<file path="src/board_pkg.sv">
/*
  Board control package
  Joystick and key flag structs, frame and timing constants,
  PS/2 scan codes and the SRAM location of the scan-doubler register
*/
package board_pkg;

  //////////////////////////////////////////////////////////////////////
  // Shared types
  //////////////////////////////////////////////////////////////////////

  // One joystick, every line active low
  // Low six fields go straight to the game core
  typedef struct packed {
    logic sel_n;
    logic aux_n;
    logic coin_n;
    logic start_n;
    logic aux2_n;
    logic fire3_n;
    logic fire2_n;
    logic fire1_n;
    logic right_n;
    logic left_n;
    logic down_n;
    logic up_n;
  } joy_state_t;

  // Toggled modes first, then the one-cycle key pulses
  typedef struct packed {
    logic key_mode;
    logic video_swap;
    logic reset_key;
    logic master_key;
  } key_flags_t;

  //////////////////////////////////////////////////////////////////////
  // Joystick frame
  //////////////////////////////////////////////////////////////////////

  localparam int JOY_FRAME_LEN = 26;
  localparam int JOY_FIRST_BIT = 2;
  localparam int JOY_CNT_W     = 5;
  localparam int JOY_SHADOW_W  = JOY_FRAME_LEN - JOY_FIRST_BIT;
  localparam logic [JOY_CNT_W-1:0] JOY_LAST = JOY_CNT_W'(JOY_FRAME_LEN - 1);

  // Power-on hold of the game core after clock lock
  localparam int POR_CYCLES = 256;
  localparam int POR_CNT_W  = 8;
  localparam logic [POR_CNT_W-1:0] POR_LAST = POR_CNT_W'(POR_CYCLES - 1);

  // PS/2 framing: start, 8 data, odd parity, stop
  localparam int PS2_FRAME_BITS  = 11;
  localparam int PS2_BIT_W       = 4;
  localparam logic [PS2_BIT_W-1:0] PS2_LAST_BIT = PS2_BIT_W'(PS2_FRAME_BITS - 1);
  localparam int PS2_IDLE_CYCLES = 2048;
  localparam int PS2_IDLE_W      = 11;
  localparam logic [PS2_IDLE_W-1:0] PS2_IDLE_LAST = PS2_IDLE_W'(PS2_IDLE_CYCLES - 1);

  //////////////////////////////////////////////////////////////////////
  // Scan codes, set 2
  //////////////////////////////////////////////////////////////////////

  localparam logic [7:0] SC_BREAK  = 8'hF0;
  localparam logic [7:0] SC_EXTEND = 8'hE0;
  localparam logic [7:0] SC_SCROLL = 8'h7E;
  localparam logic [7:0] SC_F3     = 8'h04;
  localparam logic [7:0] SC_F12    = 8'h07;
  localparam logic [7:0] SC_CTRL   = 8'h14;
  localparam logic [7:0] SC_ALT    = 8'h11;
  localparam logic [7:0] SC_BKSP   = 8'h66;

  // Scan-doubler control register in external SRAM
  localparam logic [18:0] SCANDBL_ADDR = 19'h08FD5;

endpackage
</file>
<file path="src/board_ctrl_top.sv">
/*
  Board control top level
  Joystick reader, PS/2 keyboard path and core control wired to pins
*/
module board_ctrl_top (
  input  logic        ena_x,
  input  logic        pll_lckd,
  input  logic        joy_data,
  input  logic        ps2_clk,
  input  logic        ps2_data,
  input  logic [1:0]  btn,
  input  logic [7:0]  sram_data,
  output logic        joy_load,
  output logic [18:0] sram_addr,
  output logic        sram_we_n,
  output logic [1:0]  led,
  output logic        core_reset,
  output logic        game_reset,
  output logic        reboot,
  output logic [5:0]  joy_a,
  output logic [5:0]  joy_b,
  output logic [1:0]  player_n,
  output logic [1:0]  coin_n,
  output logic [1:0]  scandbl_ctrl
);
  import board_pkg::*;

  joy_state_t joy1;
  joy_state_t joy2;
  key_flags_t keys;
  logic [7:0] scan_code;
  logic       code_valid;

  // SRAM is only read, at the scan-doubler register
  assign sram_addr = SCANDBL_ADDR;
  assign sram_we_n = 1'b1;

  joy_serial_reader u_joy (
    .ena_x    (ena_x),
    .pll_lckd (pll_lckd),
    .joy_data (joy_data),
    .joy_load (joy_load),
    .joy1     (joy1),
    .joy2     (joy2)
  );

  ps2_receiver u_ps2 (
    .ena_x      (ena_x),
    .pll_lckd   (pll_lckd),
    .ps2_clk    (ps2_clk),
    .ps2_data   (ps2_data),
    .scan_code  (scan_code),
    .code_valid (code_valid)
  );

  key_decoder u_keys (
    .ena_x      (ena_x),
    .pll_lckd   (pll_lckd),
    .scan_code  (scan_code),
    .code_valid (code_valid),
    .keys       (keys)
  );

  core_control u_ctrl (
    .ena_x        (ena_x),
    .pll_lckd     (pll_lckd),
    .joy1         (joy1),
    .joy2         (joy2),
    .keys         (keys),
    .btn          (btn),
    .sram_data    (sram_data),
    .core_reset   (core_reset),
    .game_reset   (game_reset),
    .reboot       (reboot),
    .joy_a        (joy_a),
    .joy_b        (joy_b),
    .player_n     (player_n),
    .coin_n       (coin_n),
    .scandbl_ctrl (scandbl_ctrl),
    .led          (led)
  );

endmodule

</file>
<file path="src/core_control.sv">
/*
  Game core control
  Power-on reset delay, game reset and sticky reboot, coin and start
  mapping, scan-doubler register and board LEDs
*/
module core_control (
  input  logic                  ena_x,
  input  logic                  pll_lckd,
  input  board_pkg::joy_state_t joy1,
  input  board_pkg::joy_state_t joy2,
  input  board_pkg::key_flags_t keys,
  input  logic [1:0]            btn,
  input  logic [7:0]            sram_data,
  output logic                  core_reset,
  output logic                  game_reset,
  output logic                  reboot,
  output logic [5:0]            joy_a,
  output logic [5:0]            joy_b,
  output logic [1:0]            player_n,
  output logic [1:0]            coin_n,
  output logic [1:0]            scandbl_ctrl,
  output logic [1:0]            led
);
  import board_pkg::*;

  logic [POR_CNT_W-1:0] por_cnt;

  //////////////////////////////////////////////////////////////////////
  // Power-on hold, resets and controls
  //////////////////////////////////////////////////////////////////////

  always_ff @(posedge ena_x or negedge pll_lckd) begin
    if (!pll_lckd) begin
      por_cnt      <= '0;
      core_reset   <= 1'b1;
      game_reset   <= 1'b0;
      reboot       <= 1'b0;
      player_n     <= 2'b11;
      coin_n       <= 2'b11;
      scandbl_ctrl <= 2'b00;
      led          <= 2'b00;
    end else begin
      // Core released on the last count, counter then parks
      if (core_reset) begin
        por_cnt <= por_cnt + 1'b1;
        if (por_cnt == POR_LAST)
          core_reset <= 1'b0;
      end
      // F12, joystick 1 select or board button 1
      game_reset <= keys.reset_key | ~joy1.sel_n | ~btn[1];
      // Reboot request holds until the clock unlocks
      if (keys.master_key || !joy2.sel_n)
        reboot <= 1'b1;
      player_n <= {joy2.start_n, joy1.start_n};
      // Board button 0 doubles as coin 1
      coin_n   <= {joy2.coin_n, joy1.coin_n & btn[0]};
      scandbl_ctrl <= sram_data[1:0];
      led[0] <= keys.key_mode;
      led[1] <= scandbl_ctrl[0] ^ keys.video_swap;
    end
  end

  // Fire and direction group to the core
  assign joy_a = {joy1.fire2_n, joy1.fire1_n, joy1.right_n,
                  joy1.left_n, joy1.down_n, joy1.up_n};
  assign joy_b = {joy2.fire2_n, joy2.fire1_n, joy2.right_n,
                  joy2.left_n, joy2.down_n, joy2.up_n};

  // Reboot stays asserted for as long as the clock stays locked
  a_reboot_sticky : assert property (@(posedge ena_x) disable iff (!pll_lckd)
    reboot |=> reboot);

endmodule

</file>
<file path="src/key_decoder.sv">
/*
  Control key decoder
  Follows break and extend prefixes and the ctrl and alt state,
  toggles the mode flags and pulses the reset and master keys
*/
module key_decoder (
  input  logic                  ena_x,
  input  logic                  pll_lckd,
  input  logic [7:0]            scan_code,
  input  logic                  code_valid,
  output board_pkg::key_flags_t keys
);
  import board_pkg::*;

  logic brk_q;
  logic ext_q;
  logic ctrl_q;
  logic alt_q;
  logic key_mode_q;
  logic video_swap_q;
  logic reset_key_q;
  logic master_key_q;

  //////////////////////////////////////////////////////////////////////
  // Prefix tracking and key actions
  //////////////////////////////////////////////////////////////////////

  always_ff @(posedge ena_x or negedge pll_lckd) begin
    if (!pll_lckd) begin
      brk_q        <= 1'b0;
      ext_q        <= 1'b0;
      ctrl_q       <= 1'b0;
      alt_q        <= 1'b0;
      key_mode_q   <= 1'b0;
      video_swap_q <= 1'b0;
      reset_key_q  <= 1'b0;
      master_key_q <= 1'b0;
    end else begin
      // Pulses last one cycle
      reset_key_q  <= 1'b0;
      master_key_q <= 1'b0;
      if (code_valid) begin
        if (scan_code == SC_BREAK) begin
          brk_q <= 1'b1;
        end else if (scan_code == SC_EXTEND) begin
          ext_q <= 1'b1;
        end else begin
          // Any other byte ends the prefix sequence
          brk_q <= 1'b0;
          ext_q <= 1'b0;
          if (ext_q) begin
            // Extended keys are other keys, nothing to do
          end else if (brk_q) begin
            // Releases only matter for the modifiers
            if (scan_code == SC_CTRL)
              ctrl_q <= 1'b0;
            if (scan_code == SC_ALT)
              alt_q <= 1'b0;
          end else begin
            case (scan_code)
              SC_SCROLL: key_mode_q   <= ~key_mode_q;
              SC_F3:     video_swap_q <= ~video_swap_q;
              SC_F12:    reset_key_q  <= 1'b1;
              SC_CTRL:   ctrl_q       <= 1'b1;
              SC_ALT:    alt_q        <= 1'b1;
              // Master chord needs both modifiers held
              SC_BKSP:   master_key_q <= ctrl_q & alt_q;
              default:   ;
            endcase
          end
        end
      end
    end
  end

  always_comb begin
    keys.key_mode   = key_mode_q;
    keys.video_swap = video_swap_q;
    keys.reset_key  = reset_key_q;
    keys.master_key = master_key_q;
  end

  // Key pulses never stretch
  a_reset_pulse : assert property (@(posedge ena_x) disable iff (!pll_lckd)
    keys.reset_key |=> !keys.reset_key);
  a_master_pulse : assert property (@(posedge ena_x) disable iff (!pll_lckd)
    keys.master_key |=> !keys.master_key);

endmodule

</file>
<file path="src/ps2_receiver.sv">
/*
  PS/2 keyboard receiver
  Synchronizes the PS/2 lines, shifts 11-bit frames on the falling
  clock edge and emits checked scan-code bytes with a strobe
*/
module ps2_receiver (
  input  logic       ena_x,
  input  logic       pll_lckd,
  input  logic       ps2_clk,
  input  logic       ps2_data,
  output logic [7:0] scan_code,
  output logic       code_valid
);
  import board_pkg::*;

  logic [1:0]                clk_sync;
  logic [1:0]                data_sync;
  logic                      clk_prev;
  logic                      ps2_fall;
  logic [PS2_FRAME_BITS-1:0] frame;
  logic [PS2_FRAME_BITS-1:0] frame_next;
  logic                      frame_ok;
  logic [PS2_BIT_W-1:0]      bit_cnt;
  logic [PS2_IDLE_W-1:0]     idle_cnt;

  //////////////////////////////////////////////////////////////////////
  // Line synchronizer and edge detect
  //////////////////////////////////////////////////////////////////////

  // Idle PS/2 lines are high
  always_ff @(posedge ena_x or negedge pll_lckd) begin
    if (!pll_lckd) begin
      clk_sync  <= 2'b11;
      data_sync <= 2'b11;
      clk_prev  <= 1'b1;
    end else begin
      clk_sync  <= {clk_sync[0], ps2_clk};
      data_sync <= {data_sync[0], ps2_data};
      clk_prev  <= clk_sync[1];
    end
  end

  assign ps2_fall = clk_prev & ~clk_sync[1];

  // LSB first, so new bits enter at the top
  assign frame_next = {data_sync[1], frame[PS2_FRAME_BITS-1:1]};

  // Start low, stop high, odd parity over data and parity bit
  assign frame_ok = ~frame_next[0] & frame_next[PS2_FRAME_BITS-1] & (^frame_next[9:1]);

  //////////////////////////////////////////////////////////////////////
  // Bit counter, idle timeout, strobe
  //////////////////////////////////////////////////////////////////////

  always_ff @(posedge ena_x or negedge pll_lckd) begin
    if (!pll_lckd) begin
      bit_cnt    <= '0;
      idle_cnt   <= '0;
      code_valid <= 1'b0;
    end else begin
      code_valid <= 1'b0;
      if (ps2_fall) begin
        idle_cnt <= '0;
        if (bit_cnt == PS2_LAST_BIT) begin
          bit_cnt    <= '0;
          code_valid <= frame_ok;
        end else begin
          bit_cnt <= bit_cnt + 1'b1;
        end
      end else if (idle_cnt != PS2_IDLE_LAST) begin
        idle_cnt <= idle_cnt + 1'b1;
      end else begin
        // Keyboard went quiet mid-frame, start over
        bit_cnt <= '0;
      end
    end
  end

  // Frame shifter and output byte
  always_ff @(posedge ena_x) begin
    if (ps2_fall)
      frame <= frame_next;
    if (ps2_fall && bit_cnt == PS2_LAST_BIT)
      scan_code <= frame_next[8:1];
  end

  // Strobe is a single-cycle pulse
  a_valid_pulse : assert property (@(posedge ena_x) disable iff (!pll_lckd)
    code_valid |=> !code_valid);

endmodule

</file>
<file path="src/joy_serial_reader.sv">
/*
  Dual joystick reader
  Drives the load strobe of the external shift register, samples
  24 serial bits per frame and publishes both joysticks at frame end
*/
module joy_serial_reader (
  input  logic                  ena_x,
  input  logic                  pll_lckd,
  input  logic                  joy_data,
  output logic                  joy_load,
  output board_pkg::joy_state_t joy1,
  output board_pkg::joy_state_t joy2
);
  import board_pkg::*;

  logic [JOY_CNT_W-1:0]    cnt;
  logic                    frame_done;
  logic [JOY_SHADOW_W-1:0] shadow;

  //////////////////////////////////////////////////////////////////////
  // Frame counter and load strobe
  //////////////////////////////////////////////////////////////////////

  // Load goes low for count 0 only
  // The register looks one count ahead so the pin is glitch free
  always_ff @(posedge ena_x or negedge pll_lckd) begin
    if (!pll_lckd) begin
      cnt        <= '0;
      joy_load   <= 1'b1;
      frame_done <= 1'b0;
    end else begin
      joy_load   <= (cnt != JOY_LAST);
      frame_done <= (cnt == JOY_LAST);
      if (cnt == JOY_LAST)
        cnt <= '0;
      else
        cnt <= cnt + 1'b1;
    end
  end

  // Serial bits land in the shadow, index is count minus first bit
  always_ff @(posedge ena_x) begin
    if (cnt >= JOY_CNT_W'(JOY_FIRST_BIT))
      shadow[JOY_CNT_W'(cnt - JOY_CNT_W'(JOY_FIRST_BIT))] <= joy_data;
  end

  //////////////////////////////////////////////////////////////////////
  // Publish both joysticks in one edge
  //////////////////////////////////////////////////////////////////////

  always_ff @(posedge ena_x or negedge pll_lckd) begin
    if (!pll_lckd) begin
      joy1 <= '1;
      joy2 <= '1;
    end else if (frame_done) begin
      // First eight bits: joystick 1 start, fires, directions
      joy1.start_n <= shadow[0];
      joy1.fire3_n <= shadow[1];
      joy1.fire2_n <= shadow[2];
      joy1.fire1_n <= shadow[3];
      joy1.right_n <= shadow[4];
      joy1.left_n  <= shadow[5];
      joy1.down_n  <= shadow[6];
      joy1.up_n    <= shadow[7];
      // Same group for joystick 2
      joy2.start_n <= shadow[8];
      joy2.fire3_n <= shadow[9];
      joy2.fire2_n <= shadow[10];
      joy2.fire1_n <= shadow[11];
      joy2.right_n <= shadow[12];
      joy2.left_n  <= shadow[13];
      joy2.down_n  <= shadow[14];
      joy2.up_n    <= shadow[15];
      // Extra buttons, joystick 2 comes before joystick 1
      joy2.aux_n   <= shadow[16];
      joy2.sel_n   <= shadow[17];
      joy2.coin_n  <= shadow[18];
      joy2.aux2_n  <= shadow[19];
      joy1.aux_n   <= shadow[20];
      joy1.sel_n   <= shadow[21];
      joy1.coin_n  <= shadow[22];
      joy1.aux2_n  <= shadow[23];
    end
  end

  // Counter stays inside the frame
  a_cnt_range : assert property (@(posedge ena_x) disable iff (!pll_lckd)
    cnt <= JOY_LAST);

endmodule

</file>
<file path="config.mk">
export PLATFORM = sky130hd
export DESIGN_NAME = board_ctrl_top
export DESIGN_NICKNAME = d
export VERILOG_FILES = /design/src/board_pkg.sv /design/src/board_ctrl_top.sv /design/src/core_control.sv /design/src/key_decoder.sv /design/src/ps2_receiver.sv /design/src/joy_serial_reader.sv
export SDC_FILE = /design/constraint.sdc
export NUM_CORES = 1
export LEC_CHECK = 0
export ABC_CLOCK_PERIOD_IN_PS = 5200
export BUFFER_PORTS_ARGS = -buffer_cell sky130_fd_sc_hd__buf_2
export CAP_MARGIN = 25
export CORE_UTILIZATION = 45
export CTS_CLUSTER_SIZE = 30
export DETAILED_ROUTE_END_ITERATION = 10
export MAX_ROUTING_LAYER = met4
export PLACE_DENSITY = 0.72
export SETUP_SLACK_MARGIN = 0.05
export SLEW_MARGIN = 5
export SYNTH_ARGS = -nofsm -noshare
export SYNTH_HDL_FRONTEND = slang
export SYNTH_HIERARCHICAL = 1
export SYNTH_SLANG_ARGS = --single-unit
</file>
<file path="constraint.sdc">
create_clock -name ena_x -period 5.2 [get_ports ena_x]
set_input_delay 0.52 -clock ena_x [delete_from_list [all_inputs] [get_ports ena_x]]
set_output_delay 0.52 -clock ena_x [all_outputs]
set_load 0.03 [all_outputs]
</file>
==> flow_metrics.py <==
metrics = {
    "cts": {
        "hold_buffers": 0,
        "cts_setup_buffers": 0,
        "ctsLongestPathBuffers": 2,
        "htreeDepth": 3,
        "clkLatencyLatePin_ns": 0.36,
        "numClockSinks": 109,
        "cts_resized": 0,
        "numCtsBuffers": 9,
        "ctsRootBufferMaster": "clkbuf_8",
        "path_clk_slew_ns": 0.10,
        "cts_tree": "yes",
    },
    "critical_path": {
        "max_stage_delay_ns": 0.89,
        "cpMostUsedCell": "inv_1",
        "arrival_ns": 2.41,
        "cp_max_fo": 18,
        "cp_slowest_cell": "a2111oi_4",
        "cp_data_required_time_ns": 5.30,
        "endpoint_kind": "flip-flop",
        "worstSetupPathType": "flip-flop to flip-flop",
        "cp_cell_sequence": "inv_1, ha_1, inv_1, a2111oi_4, nor3_1",
        "startpoint_type": "flip-flop",
    },
    "sta": {
        "tns_ns": 0,
        "max_freq_mhz": 432,
        "fin_crit_sh_pct": 44.5,
        "fin_crit_ns": 2.31,
        "rsz0062_at_grt": "no",
        "setup_viol_count_final": 0,
        "fin_skew_ns": 0.0122,
        "hold_violations": 0,
        "slew_viol_final": 0,
        "tightest_slew_ns": 0.961,
        "slew_headroom_pct": 35.9,
    },
    "placed_design": {
        "gp_congestion": 0.818,
        "portBuffers": 32,
        "hpwl_microns": 4670,
        "dpl_cell_area_sq_um": 4910,
    },
    "grt": {
        "gr-total-overflow": 0,
        "grt_max_degree": 74,
        "antenna_found_initial": 0,
        "grt.total_usage_pct": 14.7,
        "grt_pass1_vias": 2717,
        "grt_pass1_wl_microns": 12600,
    },
    "die": {
        "rows": 37,
        "start_util_pct": 46.5,
        "core_sq_um": 10400,
        "die_w_microns": 105,
        "dieArea_sq_um": 11100,
        "ios": 59,
        "die_y_microns": 105,
    },
    "detailed_routing": {
        "drcViolationCount": 0,
        "num_vias": 2675,
        "wl_per_cell_microns": 13.6,
        "dr.pass1.iters": 4,
        "wl_microns": 7130,
        "dr.first_iter.drc_count": 138,
        "via_per_inst": 5.10,
        "postRouteAntennaNets": 0,
    },
    "cells_and_area": {
        "fin_area_sq_um": 5110,
        "antenna_cells": 0,
        "nets": 410,
        "num-fill-cells": 891,
        "syn2layout_area_growth_pct": 5.95,
        "layout-drive-gt1-share_pct": 29.3,
    },
    "yosys": {
        "synthCells": 367,
        "syn_area_sq_um": 4820,
        "syn_area_per_cell_sq_um": 13.1,
        "yosys_warnings": 6,
    },
    "power_and_ir_drop": {
        "p_per_area_nw_per_um2": 307,
        "max-vdd-ir-drop_mv": 0.132,
        "leakagePower_nw": 2.13,
    },
    "flow_run": {
        "drv_cap": 0,
    },
    "status": {
        "status": "finished clean",
    },
    "min_path": {
        "hold_path.class": "primary input to flip-flop",
    },
}
-- per-stage QoR --
stage          instances  util (%)  worst slack, ns  power (mW)  hold WS, ns
5_1_grt              525      49.2             2.74        1.65        0.215
4_1_cts              524      49.2             2.93        1.59        0.219
6_report             525      49.2             2.89        1.57        0.243
2_1_floorplan        385         -             3.34        1.06        0.224
3_5_place_dp         508      47.4             2.93        1.09        0.347
3_3_place_gp         508      47.4             2.97        1.08        0.347
-- placed cells by master, fill, tap and decap left out, types with 7 or more instances in the layout --
cell	n
dfrtp_1	44
edfxtp_1	36
buf_2	32
dfstp_2	29
conb_1	20
mux2_2	19
nor2_1	19
inv_1	18
nand2_1	16
nor3_1	16
xnor2_1	12
ha_1	11
nor4_1	10
clkbuf_8	9
xor2_1	9
nand3_1	7
-- area by class of cell --
class	count	area, sq um	area share (%)
repair buffers	33	168	3.28
well taps	136	170	3.33
inverters	18	67.6	1.32
clock inverters	5	57.6	1.13
multi-input cells	213	1570	30.7
clock buffers	11	131	2.57
flip-flops and latches	109	2940	57.7
-- critical path: cells and delay by family, from the launching register on --
kind | cells | cell delay [ns]
compound gates | 1 | 0.89
fa+ha+maj | 1 | 0.28
buf+inv | 2 | 0.26
flops | 1 | 0.47
simple gates | 1 | 0.16
-- power breakdown --
| part | leakage (nW) | total, mW | switching (mW) | internal [mW] |
|---|---|---|---|---|
| logic | 0.832 | 0.115 | 0.0716 | 0.0435 |
| registers | 1.20 | 0.954 | 0.0352 | 0.919 |
| clock network | 0.0943 | 0.500 | 0.275 | 0.225 |
| total | 2.13 | 1.57 | 0.382 | 1.19 |
-- flip-flops by register name, summed over array words and instances, names as in the netlist, 2 cells and up --
register and count:
u_ps2/clk_sync 2, u_ps2/frame 10, u_ctrl/player_n 2, u_joy/joy2 9, u_ctrl/por_cnt 8, u_joy/joy1 9, u_ctrl/led 2, u_ctrl/coin_n 2
u_ps2/idle_cnt 11, u_joy/cnt 5, u_ps2/scan_code 8, u_ctrl/scandbl_ctrl 2, u_ps2/bit_cnt 4, u_ps2/data_sync 2, u_joy/shadow 18
-- layer usage --
metal | vias up | track usage (%) | share of wire, %
met4 | 0 | 6.85 | 1.6
met5 | - | - | 0
met1 | 1328 | 18.6 | 48
li1 | 1279 | - | -
met3 | 7 | 3.40 | 3.4
met2 | 61 | 22.4 | 47
-- worst paths after layout --
kind,cells past startpoint,start,to,slack (ns)
max,5,u_joy/cnt[1]$_DFF_PN0_,u_joy/shadow[10]$_DFFE_PP_,2.89
min,1,ps2_data,u_ps2/data_sync[0]$_DFF_PN1_,0.24
max reg2reg,5,u_joy/cnt[1]$_DFF_PN0_,u_joy/shadow[10]$_DFFE_PP_,2.89
min reg2reg,0,u_ps2/data_sync[0]$_DFF_PN1_,u_ps2/data_sync[1]$_DFF_PN1_,0.36
max in group asynchronous,1,pll_lckd,u_ctrl/game_reset$_DFF_PN0_,4.32
min in group asynchronous,1,pll_lckd,u_ps2/idle_cnt[0]$_DFFE_PN0P_,0.29
Note: power is estimated with default switching activity, not from simulation.
